**config.mk**
```make
export PLATFORM = sky130hd
export DESIGN_NAME = decodeTop
export DESIGN_NICKNAME = d
export VERILOG_FILES = /design/src/logic/decodePkg.sv /design/src/logic/classStage.sv /design/src/logic/decodeTop.sv /design/src/logic/fieldStage.sv /design/src/logic/uopStage.sv
export VERILOG_INCLUDE_DIRS = /design/src /design/src/include
export SDC_FILE = /design/constraint.sdc
export NUM_CORES = 1
export LEC_CHECK = 0
export BUFFER_PORTS_ARGS = -buffer_cell sky130_fd_sc_hd__buf_2
export CAP_MARGIN = 25
export CORE_MARGIN = 1.5
export CORE_UTILIZATION = 46
export DETAILED_ROUTE_END_ITERATION = 8
export PLACE_DENSITY = 0.86
export SETUP_SLACK_MARGIN = 0.3
export SLEW_MARGIN = 40
export SYNTH_ARGS = -nofsm -noshare
export SYNTH_HDL_FRONTEND = slang
export SYNTH_SLANG_ARGS = --single-unit
```
**constraint.sdc**
```tcl
create_clock -name clk -period 1.7 [get_ports clk]
set_input_delay 0.17 -clock clk [delete_from_list [all_inputs] [get_ports clk]]
set_output_delay 0.17 -clock clk [all_outputs]
set_load 0.005 [all_outputs]
```
**src/include/decode_macros.svh**
```systemverilog
`ifndef DECODE_MACROS_SVH
`define DECODE_MACROS_SVH

`define DECODE_XLEN 32
`define REG_ADDR_W  6

// HI and LO sit just above the architectural registers.
`define REG_LINK 6'd31
`define REG_HI   6'd32
`define REG_LO   6'd33

`define OPC_SPECIAL 6'h00
`define OPC_REGIMM  6'h01
`define OPC_J       6'h02
`define OPC_JAL     6'h03
`define OPC_BEQ     6'h04
`define OPC_BNE     6'h05
`define OPC_BLEZ    6'h06
`define OPC_BGTZ    6'h07
`define OPC_ADDI    6'h08
`define OPC_ADDIU   6'h09
`define OPC_SLTI    6'h0a
`define OPC_SLTIU   6'h0b
`define OPC_ANDI    6'h0c
`define OPC_ORI     6'h0d
`define OPC_XORI    6'h0e
`define OPC_LUI     6'h0f

`define FUNCT_SLL   6'h00
`define FUNCT_SRL   6'h02
`define FUNCT_SRA   6'h03
`define FUNCT_SLLV  6'h04
`define FUNCT_SRLV  6'h06
`define FUNCT_SRAV  6'h07
`define FUNCT_JR    6'h08
`define FUNCT_JALR  6'h09
`define FUNCT_MFHI  6'h10
`define FUNCT_MTHI  6'h11
`define FUNCT_MFLO  6'h12
`define FUNCT_MTLO  6'h13
`define FUNCT_MULT  6'h18
`define FUNCT_MULTU 6'h19
`define FUNCT_DIV   6'h1a
`define FUNCT_DIVU  6'h1b
`define FUNCT_ADD   6'h20
`define FUNCT_ADDU  6'h21
`define FUNCT_SUB   6'h22
`define FUNCT_SUBU  6'h23
`define FUNCT_AND   6'h24
`define FUNCT_OR    6'h25
`define FUNCT_XOR   6'h26
`define FUNCT_NOR   6'h27
`define FUNCT_SLT   6'h2a
`define FUNCT_SLTU  6'h2b

`define RT_BLTZ   5'h00
`define RT_BGEZ   5'h01
`define RT_BLTZAL 5'h10
`define RT_BGEZAL 5'h11

`endif

```
**src/logic/decodePkg.sv**
```systemverilog
`include "decode_macros.svh"

package decodePkg;

    typedef struct packed {
        logic [5:0] opcode;
        logic [4:0] rs;
        logic [4:0] rt;
        logic [4:0] rd;
        logic [4:0] shamt;
        logic [5:0] funct;
    } rTypeFmt_t;

    typedef struct packed {
        logic [5:0]  opcode;
        logic [4:0]  rs;
        logic [4:0]  rt;
        logic [15:0] imm16;
    } iTypeFmt_t;

    typedef struct packed {
        logic [5:0]  opcode;
        logic [25:0] target26;
    } jTypeFmt_t;

    // One fetched word, seen through each of the MIPS encoding formats.
    typedef union packed {
        logic [`DECODE_XLEN-1:0] raw;
        rTypeFmt_t               rFmt;
        iTypeFmt_t               iFmt;
        jTypeFmt_t               jFmt;
    } instWord_t;

    typedef struct packed {
        logic                    valid;
        logic [`DECODE_XLEN-1:0] pc;
        instWord_t               inst;
        logic                    isDelaySlot;
    } fetchBundle_t;

    typedef struct packed {
        logic                    valid;
        logic [`DECODE_XLEN-1:0] pc;
        logic                    isDelaySlot;
        logic [5:0]              opcode;
        logic [5:0]              funct;
        logic [4:0]              rtCode;
        logic [`REG_ADDR_W-1:0]  rsAddr;
        logic [`REG_ADDR_W-1:0]  rtAddr;
        logic [`REG_ADDR_W-1:0]  rdAddr;
        logic [`DECODE_XLEN-1:0] immSigned;
        logic [`DECODE_XLEN-1:0] immZero;
        logic [`DECODE_XLEN-1:0] immUpper;
        logic [`DECODE_XLEN-1:0] shamtImm;
        logic [`DECODE_XLEN-1:0] branchOffset;
        logic [`DECODE_XLEN-1:0] jumpTarget;
    } fieldBundle_t;

    // Classes are grouped by kind, so a kind can be matched as a range.
    typedef enum logic [5:0] {
        CLS_NONE,
        CLS_ADD, CLS_ADDU, CLS_ADDI, CLS_ADDIU, CLS_SUB, CLS_SUBU,
        CLS_SLT, CLS_SLTU, CLS_SLTI, CLS_SLTIU,
        CLS_AND, CLS_ANDI, CLS_OR, CLS_ORI, CLS_XOR, CLS_XORI, CLS_NOR, CLS_LUI,
        CLS_SLL, CLS_SLLV, CLS_SRA, CLS_SRAV, CLS_SRL, CLS_SRLV,
        CLS_BEQ, CLS_BNE, CLS_BGEZ, CLS_BGTZ, CLS_BLEZ, CLS_BLTZ, CLS_BGEZAL, CLS_BLTZAL,
        CLS_J, CLS_JAL, CLS_JR, CLS_JALR,
        CLS_MFHI, CLS_MFLO, CLS_MTHI, CLS_MTLO,
        CLS_MULT, CLS_MULTU, CLS_DIV, CLS_DIVU
    } instClass_t;

    typedef struct packed {
        fieldBundle_t fields;
        instClass_t   cls;
    } classBundle_t;

    // The first 45 codes follow instClass_t one for one, and the HI halves of
    // multiply and divide take the class slot. The LO halves come last.
    typedef enum logic [6:0] {
        UOP_NONE,
        UOP_ADD, UOP_ADDU, UOP_ADDI, UOP_ADDIU, UOP_SUB, UOP_SUBU,
        UOP_SLT, UOP_SLTU, UOP_SLTI, UOP_SLTIU,
        UOP_AND, UOP_ANDI, UOP_OR, UOP_ORI, UOP_XOR, UOP_XORI, UOP_NOR, UOP_LUI,
        UOP_SLL, UOP_SLLV, UOP_SRA, UOP_SRAV, UOP_SRL, UOP_SRLV,
        UOP_BEQ, UOP_BNE, UOP_BGEZ, UOP_BGTZ, UOP_BLEZ, UOP_BLTZ, UOP_BGEZAL, UOP_BLTZAL,
        UOP_J, UOP_JAL, UOP_JR, UOP_JALR,
        UOP_MFHI, UOP_MFLO, UOP_MTHI, UOP_MTLO,
        UOP_MULTHI, UOP_MULTUHI, UOP_DIVHI, UOP_DIVUHI,
        UOP_MULTLO, UOP_MULTULO, UOP_DIVLO, UOP_DIVULO
    } uopCode_t;

    typedef enum logic {
        UNIT_ALU,
        UNIT_MDU
    } execUnit_t;

    typedef enum logic [2:0] {
        ALU_ARITH,
        ALU_LOGIC,
        ALU_SHIFT,
        ALU_BRANCH,
        ALU_MOVE
    } aluType_t;

    typedef enum logic [1:0] {
        BR_NONE,
        BR_COND,
        BR_JUMP,
        BR_JUMPREG
    } branchType_t;

    typedef struct packed {
        logic                    valid;
        uopCode_t                uopCode;
        execUnit_t               unit;
        aluType_t                aluType;
        logic [`REG_ADDR_W-1:0]  op0Addr;
        logic [`REG_ADDR_W-1:0]  op1Addr;
        logic [`REG_ADDR_W-1:0]  dstAddr;
        logic                    op0Read;
        logic                    op1Read;
        logic                    dstWrite;
        logic [`DECODE_XLEN-1:0] imm;
        branchType_t             branchType;
        logic [`DECODE_XLEN-1:0] branchAddr;
        logic [`DECODE_XLEN-1:0] pc;
        logic                    isDelaySlot;
    } microOp_t;

endpackage

```
**src/logic/classStage.sv**
```systemverilog
`timescale 1ns/1ps
`include "decode_macros.svh"

module classStage (
    input  logic                    clk,
    input  logic                    reset,
    input  decodePkg::fieldBundle_t fields,
    output decodePkg::classBundle_t classified
);
    import decodePkg::*;

    logic       allZero;
    instClass_t clsNext;

    // Every R-format field zero means the whole word is zero, which is the NOP.
    assign allZero = (fields.opcode == `OPC_SPECIAL) && (fields.funct == `FUNCT_SLL) &&
                     (fields.rsAddr == '0) && (fields.rtAddr == '0) &&
                     (fields.rdAddr == '0) && (fields.shamtImm == '0);

    always_comb begin
        clsNext = CLS_NONE;
        if (fields.valid && !allZero) begin
            case (fields.opcode)
                `OPC_SPECIAL: begin
                    case (fields.funct)
                        `FUNCT_ADD:   clsNext = CLS_ADD;
                        `FUNCT_ADDU:  clsNext = CLS_ADDU;
                        `FUNCT_SUB:   clsNext = CLS_SUB;
                        `FUNCT_SUBU:  clsNext = CLS_SUBU;
                        `FUNCT_SLT:   clsNext = CLS_SLT;
                        `FUNCT_SLTU:  clsNext = CLS_SLTU;
                        `FUNCT_AND:   clsNext = CLS_AND;
                        `FUNCT_OR:    clsNext = CLS_OR;
                        `FUNCT_XOR:   clsNext = CLS_XOR;
                        `FUNCT_NOR:   clsNext = CLS_NOR;
                        `FUNCT_SLL:   clsNext = CLS_SLL;
                        `FUNCT_SLLV:  clsNext = CLS_SLLV;
                        `FUNCT_SRA:   clsNext = CLS_SRA;
                        `FUNCT_SRAV:  clsNext = CLS_SRAV;
                        `FUNCT_SRL:   clsNext = CLS_SRL;
                        `FUNCT_SRLV:  clsNext = CLS_SRLV;
                        `FUNCT_JR:    clsNext = CLS_JR;
                        `FUNCT_JALR:  clsNext = CLS_JALR;
                        `FUNCT_MFHI:  clsNext = CLS_MFHI;
                        `FUNCT_MFLO:  clsNext = CLS_MFLO;
                        `FUNCT_MTHI:  clsNext = CLS_MTHI;
                        `FUNCT_MTLO:  clsNext = CLS_MTLO;
                        `FUNCT_MULT:  clsNext = CLS_MULT;
                        `FUNCT_MULTU: clsNext = CLS_MULTU;
                        `FUNCT_DIV:   clsNext = CLS_DIV;
                        `FUNCT_DIVU:  clsNext = CLS_DIVU;
                        default:      clsNext = CLS_NONE;
                    endcase
                end
                `OPC_REGIMM: begin
                    case (fields.rtCode)
                        `RT_BLTZ:   clsNext = CLS_BLTZ;
                        `RT_BGEZ:   clsNext = CLS_BGEZ;
                        `RT_BLTZAL: clsNext = CLS_BLTZAL;
                        `RT_BGEZAL: clsNext = CLS_BGEZAL;
                        default:    clsNext = CLS_NONE;
                    endcase
                end
                `OPC_J:     clsNext = CLS_J;
                `OPC_JAL:   clsNext = CLS_JAL;
                `OPC_BEQ:   clsNext = CLS_BEQ;
                `OPC_BNE:   clsNext = CLS_BNE;
                `OPC_BLEZ:  clsNext = CLS_BLEZ;
                `OPC_BGTZ:  clsNext = CLS_BGTZ;
                `OPC_ADDI:  clsNext = CLS_ADDI;
                `OPC_ADDIU: clsNext = CLS_ADDIU;
                `OPC_SLTI:  clsNext = CLS_SLTI;
                `OPC_SLTIU: clsNext = CLS_SLTIU;
                `OPC_ANDI:  clsNext = CLS_ANDI;
                `OPC_ORI:   clsNext = CLS_ORI;
                `OPC_XORI:  clsNext = CLS_XORI;
                `OPC_LUI:   clsNext = CLS_LUI;
                default:    clsNext = CLS_NONE;
            endcase
        end
    end

    always_ff @(posedge clk) begin
        if (reset) begin
            classified <= '0;
        end else begin
            classified.fields <= fields;
            classified.cls    <= clsNext;
        end
    end

endmodule

```
**src/logic/decodeTop.sv**
```systemverilog
`timescale 1ns/1ps

module decodeTop (
    input  logic                    clk,
    input  logic                    reset,
    input  decodePkg::fetchBundle_t fetch,
    output decodePkg::microOp_t     uopPrimary,
    output decodePkg::microOp_t     uopSecondary
);
    import decodePkg::*;

    fieldBundle_t fields;
    classBundle_t classified;

    // Field extraction, classification and micro-op build, one cycle each.
    fieldStage u_fieldStage (
        .clk    (clk),
        .reset  (reset),
        .fetch  (fetch),
        .fields (fields)
    );

    classStage u_classStage (
        .clk        (clk),
        .reset      (reset),
        .fields     (fields),
        .classified (classified)
    );

    uopStage u_uopStage (
        .clk          (clk),
        .reset        (reset),
        .classified   (classified),
        .uopPrimary   (uopPrimary),
        .uopSecondary (uopSecondary)
    );

endmodule

```
**src/logic/fieldStage.sv**
```systemverilog
`timescale 1ns/1ps
`include "decode_macros.svh"

module fieldStage (
    input  logic                    clk,
    input  logic                    reset,
    input  decodePkg::fetchBundle_t fetch,
    output decodePkg::fieldBundle_t fields
);
    import decodePkg::*;

    logic [15:0]  imm16;
    fieldBundle_t fieldsNext;

    assign imm16 = fetch.inst.iFmt.imm16;

    always_comb begin
        fieldsNext.valid       = fetch.valid;
        fieldsNext.pc          = fetch.pc;
        fieldsNext.isDelaySlot = fetch.isDelaySlot;

        fieldsNext.opcode = fetch.inst.rFmt.opcode;
        fieldsNext.funct  = fetch.inst.rFmt.funct;
        fieldsNext.rtCode = fetch.inst.iFmt.rt;

        fieldsNext.rsAddr = `REG_ADDR_W'(fetch.inst.rFmt.rs);
        fieldsNext.rtAddr = `REG_ADDR_W'(fetch.inst.rFmt.rt);
        fieldsNext.rdAddr = `REG_ADDR_W'(fetch.inst.rFmt.rd);

        fieldsNext.immSigned = {{(`DECODE_XLEN-16){imm16[15]}}, imm16};
        fieldsNext.immZero   = `DECODE_XLEN'(imm16);
        fieldsNext.immUpper  = {imm16, 16'b0};
        fieldsNext.shamtImm  = `DECODE_XLEN'(fetch.inst.rFmt.shamt);

        // Branch offsets are word counts relative to the delay slot.
        fieldsNext.branchOffset = {{(`DECODE_XLEN-18){imm16[15]}}, imm16, 2'b00};

        // Jumps stay inside the current 256 MB region.
        fieldsNext.jumpTarget = {fetch.pc[`DECODE_XLEN-1 -: 4],
                                 fetch.inst.jFmt.target26,
                                 2'b00};
    end

    always_ff @(posedge clk) begin
        if (reset) begin
            fields <= '0;
        end else begin
            fields <= fieldsNext;
        end
    end

endmodule

```
**src/logic/uopStage.sv**
```systemverilog
`timescale 1ns/1ps
`include "decode_macros.svh"

module uopStage (
    input  logic                    clk,
    input  logic                    reset,
    input  decodePkg::classBundle_t classified,
    output decodePkg::microOp_t     uopPrimary,
    output decodePkg::microOp_t     uopSecondary
);
    import decodePkg::*;

    fieldBundle_t f;
    instClass_t   cls;
    microOp_t     primNext;
    microOp_t     secNext;

    assign f   = classified.fields;
    assign cls = classified.cls;

    always_comb begin
        primNext             = '0;
        primNext.pc          = f.pc;
        primNext.isDelaySlot = f.isDelaySlot;
        primNext.valid       = (cls != CLS_NONE);
        primNext.uopCode     = uopCode_t'({1'b0, cls});

        case (cls) inside
            [CLS_AND:CLS_LUI]:    primNext.aluType = ALU_LOGIC;
            [CLS_SLL:CLS_SRLV]:   primNext.aluType = ALU_SHIFT;
            [CLS_BEQ:CLS_JALR]:   primNext.aluType = ALU_BRANCH;
            [CLS_MFHI:CLS_MTLO]:  primNext.aluType = ALU_MOVE;
            default:              primNext.aluType = ALU_ARITH;
        endcase

        case (cls)
            CLS_ADDI, CLS_ADDIU, CLS_SLTI, CLS_SLTIU: primNext.imm = f.immSigned;
            CLS_ANDI, CLS_ORI, CLS_XORI:             primNext.imm = f.immZero;
            CLS_LUI:                                 primNext.imm = f.immUpper;
            CLS_SLL, CLS_SRA, CLS_SRL:               primNext.imm = f.shamtImm;
            default:                                 primNext.imm = '0;
        endcase

        case (cls) inside
            [CLS_BEQ:CLS_BLTZAL]: begin
                primNext.branchType = BR_COND;
                primNext.branchAddr = f.branchOffset;
            end
            CLS_J, CLS_JAL: begin
                primNext.branchType = BR_JUMP;
                primNext.branchAddr = f.jumpTarget;
            end
            CLS_JR, CLS_JALR: primNext.branchType = BR_JUMPREG;
            default:          primNext.branchType = BR_NONE;
        endcase

        case (cls)
            CLS_ADD, CLS_ADDU, CLS_SUB, CLS_SUBU, CLS_SLT, CLS_SLTU,
            CLS_AND, CLS_OR, CLS_XOR, CLS_NOR: begin
                primNext.op0Addr  = f.rsAddr;
                primNext.op1Addr  = f.rtAddr;
                primNext.dstAddr  = f.rdAddr;
                primNext.op0Read  = 1'b1;
                primNext.op1Read  = 1'b1;
                primNext.dstWrite = 1'b1;
            end
            CLS_ADDI, CLS_ADDIU, CLS_SLTI, CLS_SLTIU,
            CLS_ANDI, CLS_ORI, CLS_XORI, CLS_LUI: begin
                primNext.op0Addr  = f.rsAddr;
                primNext.dstAddr  = f.rtAddr;
                primNext.op0Read  = 1'b1;
                primNext.dstWrite = 1'b1;
            end
            // Variable shifts take the value from rt and the amount from rs.
            CLS_SLLV, CLS_SRAV, CLS_SRLV: begin
                primNext.op0Addr  = f.rtAddr;
                primNext.op1Addr  = f.rsAddr;
                primNext.dstAddr  = f.rdAddr;
                primNext.op0Read  = 1'b1;
                primNext.op1Read  = 1'b1;
                primNext.dstWrite = 1'b1;
            end
            CLS_SLL, CLS_SRA, CLS_SRL: begin
                primNext.op0Addr  = f.rtAddr;
                primNext.dstAddr  = f.rdAddr;
                primNext.op0Read  = 1'b1;
                primNext.dstWrite = 1'b1;
            end
            CLS_BEQ, CLS_BNE: begin
                primNext.op0Addr = f.rsAddr;
                primNext.op1Addr = f.rtAddr;
                primNext.op0Read = 1'b1;
                primNext.op1Read = 1'b1;
            end
            CLS_BGEZ, CLS_BGTZ, CLS_BLEZ, CLS_BLTZ, CLS_JR: begin
                primNext.op0Addr = f.rsAddr;
                primNext.op0Read = 1'b1;
            end
            CLS_BGEZAL, CLS_BLTZAL, CLS_JALR: begin
                primNext.op0Addr  = f.rsAddr;
                primNext.dstAddr  = (cls == CLS_JALR) ? f.rdAddr : `REG_LINK;
                primNext.op0Read  = 1'b1;
                primNext.dstWrite = 1'b1;
            end
            CLS_JAL: begin
                primNext.dstAddr  = `REG_LINK;
                primNext.dstWrite = 1'b1;
            end
            CLS_MFHI, CLS_MFLO: begin
                primNext.op0Addr  = (cls == CLS_MFHI) ? `REG_HI : `REG_LO;
                primNext.dstAddr  = f.rdAddr;
                primNext.op0Read  = 1'b1;
                primNext.dstWrite = 1'b1;
            end
            CLS_MTHI, CLS_MTLO: begin
                primNext.op0Addr  = f.rsAddr;
                primNext.dstAddr  = (cls == CLS_MTHI) ? `REG_HI : `REG_LO;
                primNext.op0Read  = 1'b1;
                primNext.dstWrite = 1'b1;
            end
            CLS_MULT, CLS_MULTU, CLS_DIV, CLS_DIVU: begin
                primNext.unit     = UNIT_MDU;
                primNext.op0Addr  = f.rsAddr;
                primNext.op1Addr  = f.rtAddr;
                primNext.dstAddr  = `REG_HI;
                primNext.op0Read  = 1'b1;
                primNext.op1Read  = 1'b1;
                primNext.dstWrite = 1'b1;
            end
            default: begin
            end
        endcase

        // The second micro-op is the LO half of a multiply or divide.
        secNext             = '0;
        secNext.pc          = f.pc;
        secNext.isDelaySlot = f.isDelaySlot;
        if (primNext.unit == UNIT_MDU) begin
            secNext         = primNext;
            secNext.dstAddr = `REG_LO;
            case (cls)
                CLS_MULT:  secNext.uopCode = UOP_MULTLO;
                CLS_MULTU: secNext.uopCode = UOP_MULTULO;
                CLS_DIV:   secNext.uopCode = UOP_DIVLO;
                default:   secNext.uopCode = UOP_DIVULO;
            endcase
        end
    end

    always_ff @(posedge clk) begin
        if (reset) begin
            uopPrimary   <= '0;
            uopSecondary <= '0;
        end else begin
            uopPrimary   <= primNext;
            uopSecondary <= secNext;
        end
    end

endmodule
```
After elaboration in Yosys (flattened, before gate mapping) --
Memory sizes are Yosys's and may differ from the RTL's. A register that Yosys moved wholly into a read port is not among the register bits. Cells that the tools add are included.
Operators by class: divide/modulo/power cells 0, bitwise logic cells 2, magnitude comparators 9, $mul 0, mux-type cells 25, equality and inequality tests 62, reductions and logical operators 40, shift-type cells 0, add/sub/neg operators 0
Operator list (number):
- $pmux W32 S4 | 1
- $mux W124 | 1
- $eq A6 B4 Y1 const B | 16
- $eq A6 B5 Y1 const B | 16
- $pmux W6 S16 | 1
- $eq A6 B6 Y1 const B | 13
- $mux W32 | 2
- $eq A6 B3 Y1 const B | 8
- $reduce_or A42 Y1 | 1
- $pmux W6 S6 | 1
- $reduce_or A36 Y1 | 1
- $reduce_or A34 Y1 | 1
- $logic_not A32 Y1 | 1
- $logic_not A6 Y1 | 5
- $eq A6 B2 Y1 const B | 4
- $pmux W6 S4 | 1
- $reduce_or A19 Y1 | 1
- $le A6 B6 Y1 const B | 3
- $pmux W6 S3 | 1
- $reduce_or A18 Y1 | 1
- $reduce_or A16 Y1 | 1
- $pmux W5 S3 | 1
- $eq A6 B1 Y1 const B | 2
- $ge A6 B5 Y1 const B | 2
- other kinds (20) | 53
Storage, ports and cells: memories kept 1, ROM bits 384, bits in writable memories 0, latch bits 0, flip-flop bits (word level) 690, output and inout port bits 264, word-level logic and storage cells 202
Memory list:
- (no name shown) | depth 64, width 6, read ports 1, clocked after Yosys merged registers in 1, wr ports 0, line classStage.sv:25 | case (fields.funct)

Longest topological paths before layout --
Gate-level depths: netlist (run 1).
depth in word-level cells 10, gate-level depth with buffers 10, gate-level depth less buffers 9

Hierarchy --
Synthesis (run 1) repeated with hierarchy kept, for this count alone.
Unflattened totals: cells, all modules 1701, area total of the unflattened synthesis 18700.4 um^2
By module, submodules not included:
- classStage | area each 7855.0 um^2, seq. area each 5345.1 um^2, cells each 672, times used 1
- uopStage | area each 7581.0 um^2, seq. area each 4424.2 um^2, cells each 694, times used 1
- fieldStage | area each 3264.4 um^2, seq. area each 1321.3 um^2, cells each 335, times used 1

Least setup slack after synthesis (run 1) --
OpenSTA, ideal clock, no wires.
path kind input -> register, from input reset, to register with a tool-made name, required time 1572 ps, slack -114 ps, arrival 1686 ps, stages 9, setup time 128 ps, path through clkbuf_1 > clkbuf_1 > nor2b_1 > ha_1 > and3b_1 > o21ai_0 > a21oi_1 > a21oi_1 > nor2_1
RTL lines:
- start: declaration | line decodeTop.sv:5 | input logic reset,

Final worst setup path (run 1) --
from register u_classStage.classified[1] (netlist name), to register u_uopStage.uopPrimary[106] (netlist name)
On the way: word-level cells in the longest chain between the ends 3, elaborated cells between the ends (all ways) 43, classes of those cells eq/ne: 36; mux: 2; reduce/logical: 5
RTL lines:
- $eq A6 B1 Y1 (tied with other cells) | line uopStage.sv:57 | case (cls)
- $reduce_or A18 Y1 (no line) (tied with other cells)
- $pmux W6 S6 (*) | line uopStage.sv:57
Mark *: on every way between the ends. The rest lies on a longest branch, timed or not. A chain may end at the register's enable or synchronous reset.

==> results of run 1 <==
sequential cells by signal, summed over array words and instances (netlist names), named ones only:
signal                   count
u_fieldStage.fields         66
u_uopStage.uopSecondary    121
u_classStage.classified     65
u_uopStage.uopPrimary       94
final timing paths:
path,start,end,slack (ps),cells past startpoint
hold reg to reg,u_classStage.classified[237]$_SDFF_PP0_,u_uopStage.uopSecondary[4]$_SDFF_PP0_,440,1
hold / removal,fetch[5],flop,40,2
setup reg to reg,u_classStage.classified[1]$_SDFF_PP0_,u_uopStage.uopPrimary[106]$_SDFF_PP0_,-60,7
setup / recovery,u_classStage.classified[1]$_SDFF_PP0_,u_uopStage.uopPrimary[106]$_SDFF_PP0_,-60,7
worst reg2reg max path, cell delays in order, from the launching register on:
cell and delay [ps]:
dfxtp_2 330, buf_6 130, or4b_4 550, o32ai_4 140, nor3_2 80, buf_4 160
nand2b_4 130, a21oi_1 180
cell type report:
class | count | area (um^2) | share of cell area, %
repair buffers | 496 | 3300 | 20.2
flip-flops and latches | 352 | 7070 | 43.2
clock inverters | 17 | 216 | 1.32
multi-input cells | 604 | 4330 | 26.5
well taps | 319 | 399 | 2.44
clock buffers | 46 | 957 | 5.85
inverters | 21 | 83.8 | 0.513
routing by layer:
layer / track usage [%] / share of wire (%) / vias up
met3: 6.08 / 7.2 / 98
met4: 10.9 / 4.3 / 0
met5: 0 / 0 / -
li1: - / - / 4190
met1: 27.7 / 38 / 4077
met2: 44.4 / 50 / 408
power by group:
group	internal (W)	switching, W	leakage [nW]	total, W
logic	0.000548	0.000526	4.10	0.00107
registers	0.00852	0.000145	2.90	0.00866
clock network	0.00463	0.00322	0.576	0.00785
total	0.0137	0.00389	7.57	0.0176
metrics by stage:
step / instances / setup WS, ps
2_1_floorplan: 1080 / 122
3_3_place_gp: 1703 / -67.3
3_5_place_dp: 1703 / -93.4
4_1_cts: 1848 / 22.5
5_1_grt: 1855 / -95.7
6_report: 1855 / -60.7
cells in the final DEF, fill, tap and decap left out, types with 7 or more instances in the layout:
cell type	Yosys	layout
dfxtp_1	352	343
buf_2	15	318
nor2b_1	163	160
conb_1	1	80
buf_4	54	76
dlygate4sd3_1	0	63
clkbuf_16	0	36
nand2_1	42	35
nor2_1	48	33
buf_6	4	31
a21oi_1	54	23
a21oi_2	0	20
inv_1	20	17
and2_1	31	16
a21o_1	15	15
and2_4	0	15
nor2_4	0	13
nand2b_1	13	11
a21oi_4	0	11
o21ai_0	13	10
a22o_1	9	9
nand2_2	1	7
a31oi_1	7	7
nor4_1	10	7
clkinv_2	0	7
clkbuf_1	30	7
kinds of logic (layout without fill, tap and decap cells):
family / Yosys count / count (layout)
compound gates: 150 / 150
xor+xnor: 5 / 5
fa+ha+maj: 6 / 6
buf+inv: 125 / 580
flops: 352 / 352
mux: 3 / 3
other cells: 1 / 80
simple gates: 359 / 360
repair_timing:
| item | in CTS | in global routing |
|---|---|---|
| gates cloned | 3 | 1 |
| endpoints found under the setup margin | 105 | 106 |
| buffers inserted | 16 | 6 |
| hold buffers | 63 | 0 |
| gates resized for setup | 115 | 83 |
| pin swaps | 47 | 37 |
| hold endpoints to repair | 63 | 0 |
==> impl_metrics.yaml, run 1 <==
run_status:
  status: "complete, but fails checks"
  violations: "setup timing"
setup_path:
  end_kind: "flop"
  cp_top_family: "simple AND/OR/NAND/NOR gates"
  cp_slowest_cell: "or4b_4"
  worstSetupPathType: "reg2reg"
  critical_path_required_ps: 2140
  worstPathArrival_ps: 2200
  critPathMaxStageDelay_ps: 550
  crit_fanout: 6
  worstSetupStartpointType: "flop"
  cp_cell_sequence: "buf_6 -> or4b_4 -> o32ai_4 -> nor3_2 -> buf_4 -> nand2b_4 -> a21oi_1"
  cp_num_buf_inv: 2
synth:
  syn_area_per_cell_um2: 11.0
  synthMuxAreaShare_pct: 0.284
  ys_ff_latch: 352
  synth_fa_ha_area_share_pct: 0.683
  async_flop_share_pct: 0
  ys_types: 70
  synth_top_area_cell: "dfxtp_1"
  synthFlopType: "dfxtp_1"
  netlist.area_leader.share_pct: 64.1
  syn_area_um2: 11000
  synth_top_cells_by_count: "dfxtp_1 (352), nor2b_1 (163), a21oi_1 (54), buf_4 (54), nor2_1 (48)"
  ys_seq_area_share_pct: 64.1
  synth_top_family_by_area: "simple AND/OR/NAND/NOR gates"
  synth_edf_count: 0
  synth_cells: 1001
  yosys_warnings: 0
  synth_area_leaders: "dfxtp_1 (64%), nor2b_1 (9.3%), buf_4 (3.7%)"
  synth.most_common_cell: "dfxtp_1"
  synth_xor_area_share_pct: 0.398
  synth-compound-area-share_pct: 9.31
  synth-simple-area-share_pct: 18.6
timing:
  rsz0062_at_grt: "true"
  drv_slew: 0
  setup_tns_ps: -369
  worst_slew_pin_slew_ps: 713
  post-route-period-util_pct: 104
  max-slew-margin-rel_pct: 52.5
  clock_skew_ps: 23.1
  fin_crit_ps: 1760
  layout_setup_ws_ps: -60.7
  finalHoldViolations: 0
  max_freq_mhz: 568
  holdWs_ps: 40.5
  setup_viol: 17
placed_design:
  port-buffer-count: 319
  detailed_place_hpwl_um: 20800
  globalplace.congestion: 0.895
  postPlaceCellArea_um2: 13500
clocking:
  insertion_delay_ps: 520
  cts_buffer_depth: 3
  root_buffer: "clkbuf_16"
  cts_tree: "done"
  cts.sinks: 352
  clk_pin_slew_ps: 60
  cts_inserted_buffers: 35
  h-tree-depth: 2
finish:
  stdcell_area_um2: 16400
  area_growth_pct: 48.7
  nFillCells: 1614
  num_antenna_cells: 0
  nets: 1584
  finalCoreUtilization_pct: 69.7
  drive_gt1_share_pct: 41.5
power:
  power_w: 0.0176
  peakVddDrop_mv: 0.861
  p_leak_nw: 7.57
  pwr_density_cell_nw_per_um2: 1080
floorplanning:
  boundaryPins: 332
  die_y_um: 158
  die_area_um2: 24800
  die_w_um: 158
  initial_core_util_pct: 46.8
  design.core.area_um2: 23500
  floorplan.rows: 56
global_route:
  grt_pass1_vias: 8895
  grt_start_max_net_pins: 148
  grt_pass1_wl_um: 47400
  antenna_found_initial: 0
  grt_usage_pct: 24.7
  overflow: 0
drt:
  dr.pass1.iters: 5
  routed_wl_um: 32400
  ant_nets: 0
  viasPerCell: 4.73
  drcViolationCount: 0
  wl_per_cell_um: 17.5
  drt_iter0_drc: 542
  num_vias: 8773
hold_path:
  hp-class: "in2reg"
run:
  cap_violations: 0
Power figures use the tool's default switching activity.
==> run 2, diff against run 1 <==
--- a/config.mk
+++ b/config.mk
@@ -17,3 +17,4 @@
 export SYNTH_ARGS = -nofsm -noshare
 export SYNTH_HDL_FRONTEND = slang
 export SYNTH_SLANG_ARGS = --single-unit
+export TNS_END_PERCENT = 20
==> run 2 against run 1 <==
The flow still finishes with violations (setup timing). Sequential power is essentially flat. Wire length shrank 0.75%. Setup slack lost 23 ps. Critical path depth shrank 1. Total power shrank 1.7%. Fmax shrank 1.3%. Non-clock buffer count grew 9.
==> impl_metrics.yaml, run 2 (synthesized netlist as in run 1, its figures left out) <==
global_route:
  grt_pass1_wl_um: 47200
  antenna_found_initial: 0
  grt_usage_pct: 24.8
  overflow: 0
  grt_start_max_net_pins: 137
  grt_pass1_vias: 8832
drt:
  drcViolationCount: 0
  wl_per_cell_um: 17.3
  routed_wl_um: 32200
  dr.pass1.iters: 5
  num_vias: 8829
  drt_iter0_drc: 604
  ant_nets: 0
  viasPerCell: 4.74
clocking:
  clk_pin_slew_ps: 60
  cts.sinks: 352
  cts_inserted_buffers: 35
  insertion_delay_ps: 510
  root_buffer: "clkbuf_16"
  h-tree-depth: 2
  cts_tree: "done"
  cts_buffer_depth: 3
setup_path:
  worstSetupPathType: "reg2reg"
  r2r_slack_ps: -80
  critPathLaunch: "u_classStage.classified[1]$_SDFF_PP0_"
  critical_path_required_ps: 2120
  worstSetupStartpointType: "flop"
  crit_fanout: 16
  cp_cell_sequence: "buf_12 -> or4b_4 -> o32ai_4 -> o21a_1 -> a211oi_2 -> a21oi_1"
  cp_slowest_cell: "or4b_4"
  cp_num_buf_inv: 1
  crit_cells: 6
  cp_top_family: "compound AO/OA/AOI/OAI gates"
  r2r_cells: 6
  critPathMaxStageDelay_ps: 560
  end_kind: "flop"
  critPathCapture: "u_uopStage.uopPrimary[105]$_SDFF_PP0_"
  r2r_end: "u_uopStage.uopPrimary[105]$_SDFF_PP0_"
  worstPathArrival_ps: 2210
  rr_startpoint: "u_classStage.classified[1]$_SDFF_PP0_"
power:
  pwr_density_cell_nw_per_um2: 1080
  p_int_w: 0.0135
  swShare_pct: 21.6
  seqPwrFrac_pct: 50.1
  power_frac_clock_pct: 43.9
  peakVddDrop_mv: 1.24
  p_comb_share_pct: 6.0
  p_leak_nw: 7.52
  net-switching-power_w: 0.00374
finish:
  final_cell_mix: "dfxtp_1 (344), buf_2 (319), nor2b_1 (159), buf_4 (96), conb_1 (80)"
  reg.largest.list: "u_uopStage.uopSecondary: 121 flops, u_uopStage.uopPrimary: 94 flops, u_fieldStage.fields: 66 flops"
  num_antenna_cells: 0
  stdcell_area_um2: 16000
  fin_cells: 1862
  top_register: "u_uopStage.uopSecondary"
  final_common_cell: "dfxtp_1"
  area_growth_pct: 45.9
  largest_reg_flops: 121
  nFillCells: 1666
  ff_latch_area_um2: 7060
  multi_input_area_um2: 4020
  drive_gt1_share_pct: 39.7
  nets: 1592
run:
  cap_violations: 0
timing:
  clock_skew_ps: 17.3
  post-route-period-util_pct: 105
  drv_slew: 0
  fin_crit_ps: 1780
  max_freq_mhz: 561
  max-slew-margin-rel_pct: 61.6
  worst_slew_pin_slew_ps: 576
  finalHoldViolations: 0
  layout_setup_ws_ps: -83.9
  setup_viol: 12
  rsz0062_at_grt: "true"
floorplanning:
  die_y_um: 158
  die_area_um2: 24800
  die_w_um: 158
  floorplan.rows: 56
  boundaryPins: 332
  initial_core_util_pct: 46.8
  design.core.area_um2: 23500
placed_design:
  postPlaceCellArea_um2: 13500
  detailed_place_hpwl_um: 20800
  placed_cells: 1712
  port-buffer-count: 319
  globalplace.congestion: 0.912
run_status:
  violations: "setup timing"
  status: "complete, but fails checks"
hold_path:
  hp-class: "in2reg"
[run 2: cell type report]
class / count / area share [%]
sequential: 352 / 44.0
multi-input combinational: 603 / 25.1
clock inverter: 10 / 0.632
timing repair buffer: 505 / 20.7
clock buffer: 52 / 6.61
tap: 319 / 2.49
inverter: 21 / 0.491
[run 2: power by group through the flow]
stage	combinational [W]	sequential (W)	clock [W]
after detailed placement	0.000812	0.00882	0
after floorplan	0.000463	0.00880	0
after CTS	0.000988	0.00865	0.00766
after global placement	0.000796	0.00881	0
after global routing	0.00113	0.00868	0.00803
final	0.00105	0.00866	0.00758
[run 2: per-stage QoR]
| step | worst slack [ps] | utilization (%) | power, W | setup TNS [ps] | hold WS [ps] |
|---|---|---|---|---|---|
| after global placement | -136 | 57.6 | 0.00961 | -5630 | 378 |
| after global routing | -143 | 68.4 | 0.0178 | -4880 | 57.5 |
| after CTS | -79.6 | 67.4 | 0.0173 | -864 | 17.4 |
| final | -83.9 | 68.4 | 0.0173 | -376 | 35.2 |
| after floorplan | 105 | - | 0.00926 | 0 | 298 |
| after detailed placement | -228 | 57.6 | 0.00963 | -8210 | 382 |
[run 2: routing by layer]
metal | GRT usage (%) | part of all wire, % | vias to the layer above
li1 | - | - | 4193
met4 | 10.2 | 3.7 | 0
met2 | 44.6 | 51 | 437
met1 | 27.7 | 37 | 4111
met5 | 0 | 0 | -
met3 | 6.49 | 8.2 | 88
[run 2: timing repair]
action	in CTS	in global routing
hold endpoints to repair	64	0
hold buffers	64	0
setup endpoints to repair	107	108
pin swaps	42	20
setup buffers	17	5
gates cloned	1	1
resized for setup	88	45
[run 2: worst min path at each step]
| stage | to | slack [ps] | from | depth (start not counted) |
|---|---|---|---|---|
| floorplan | u_fieldStage.fields[2]$_SDFF_PP0_ | 300 | fetch[1] | 1 |
| global placement | u_fieldStage.fields[235]$_SDFF_PP0_ | 380 | fetch[40] | 2 |
| detailed placement | u_fieldStage.fields[249]$_SDFF_PP0_ | 380 | fetch[54] | 2 |
| CTS | flop | 20 | fetch[5] | 2 |
| global route | flop | 60 | fetch[5] | 2 |
| finish | flop | 40 | fetch[5] | 2 |
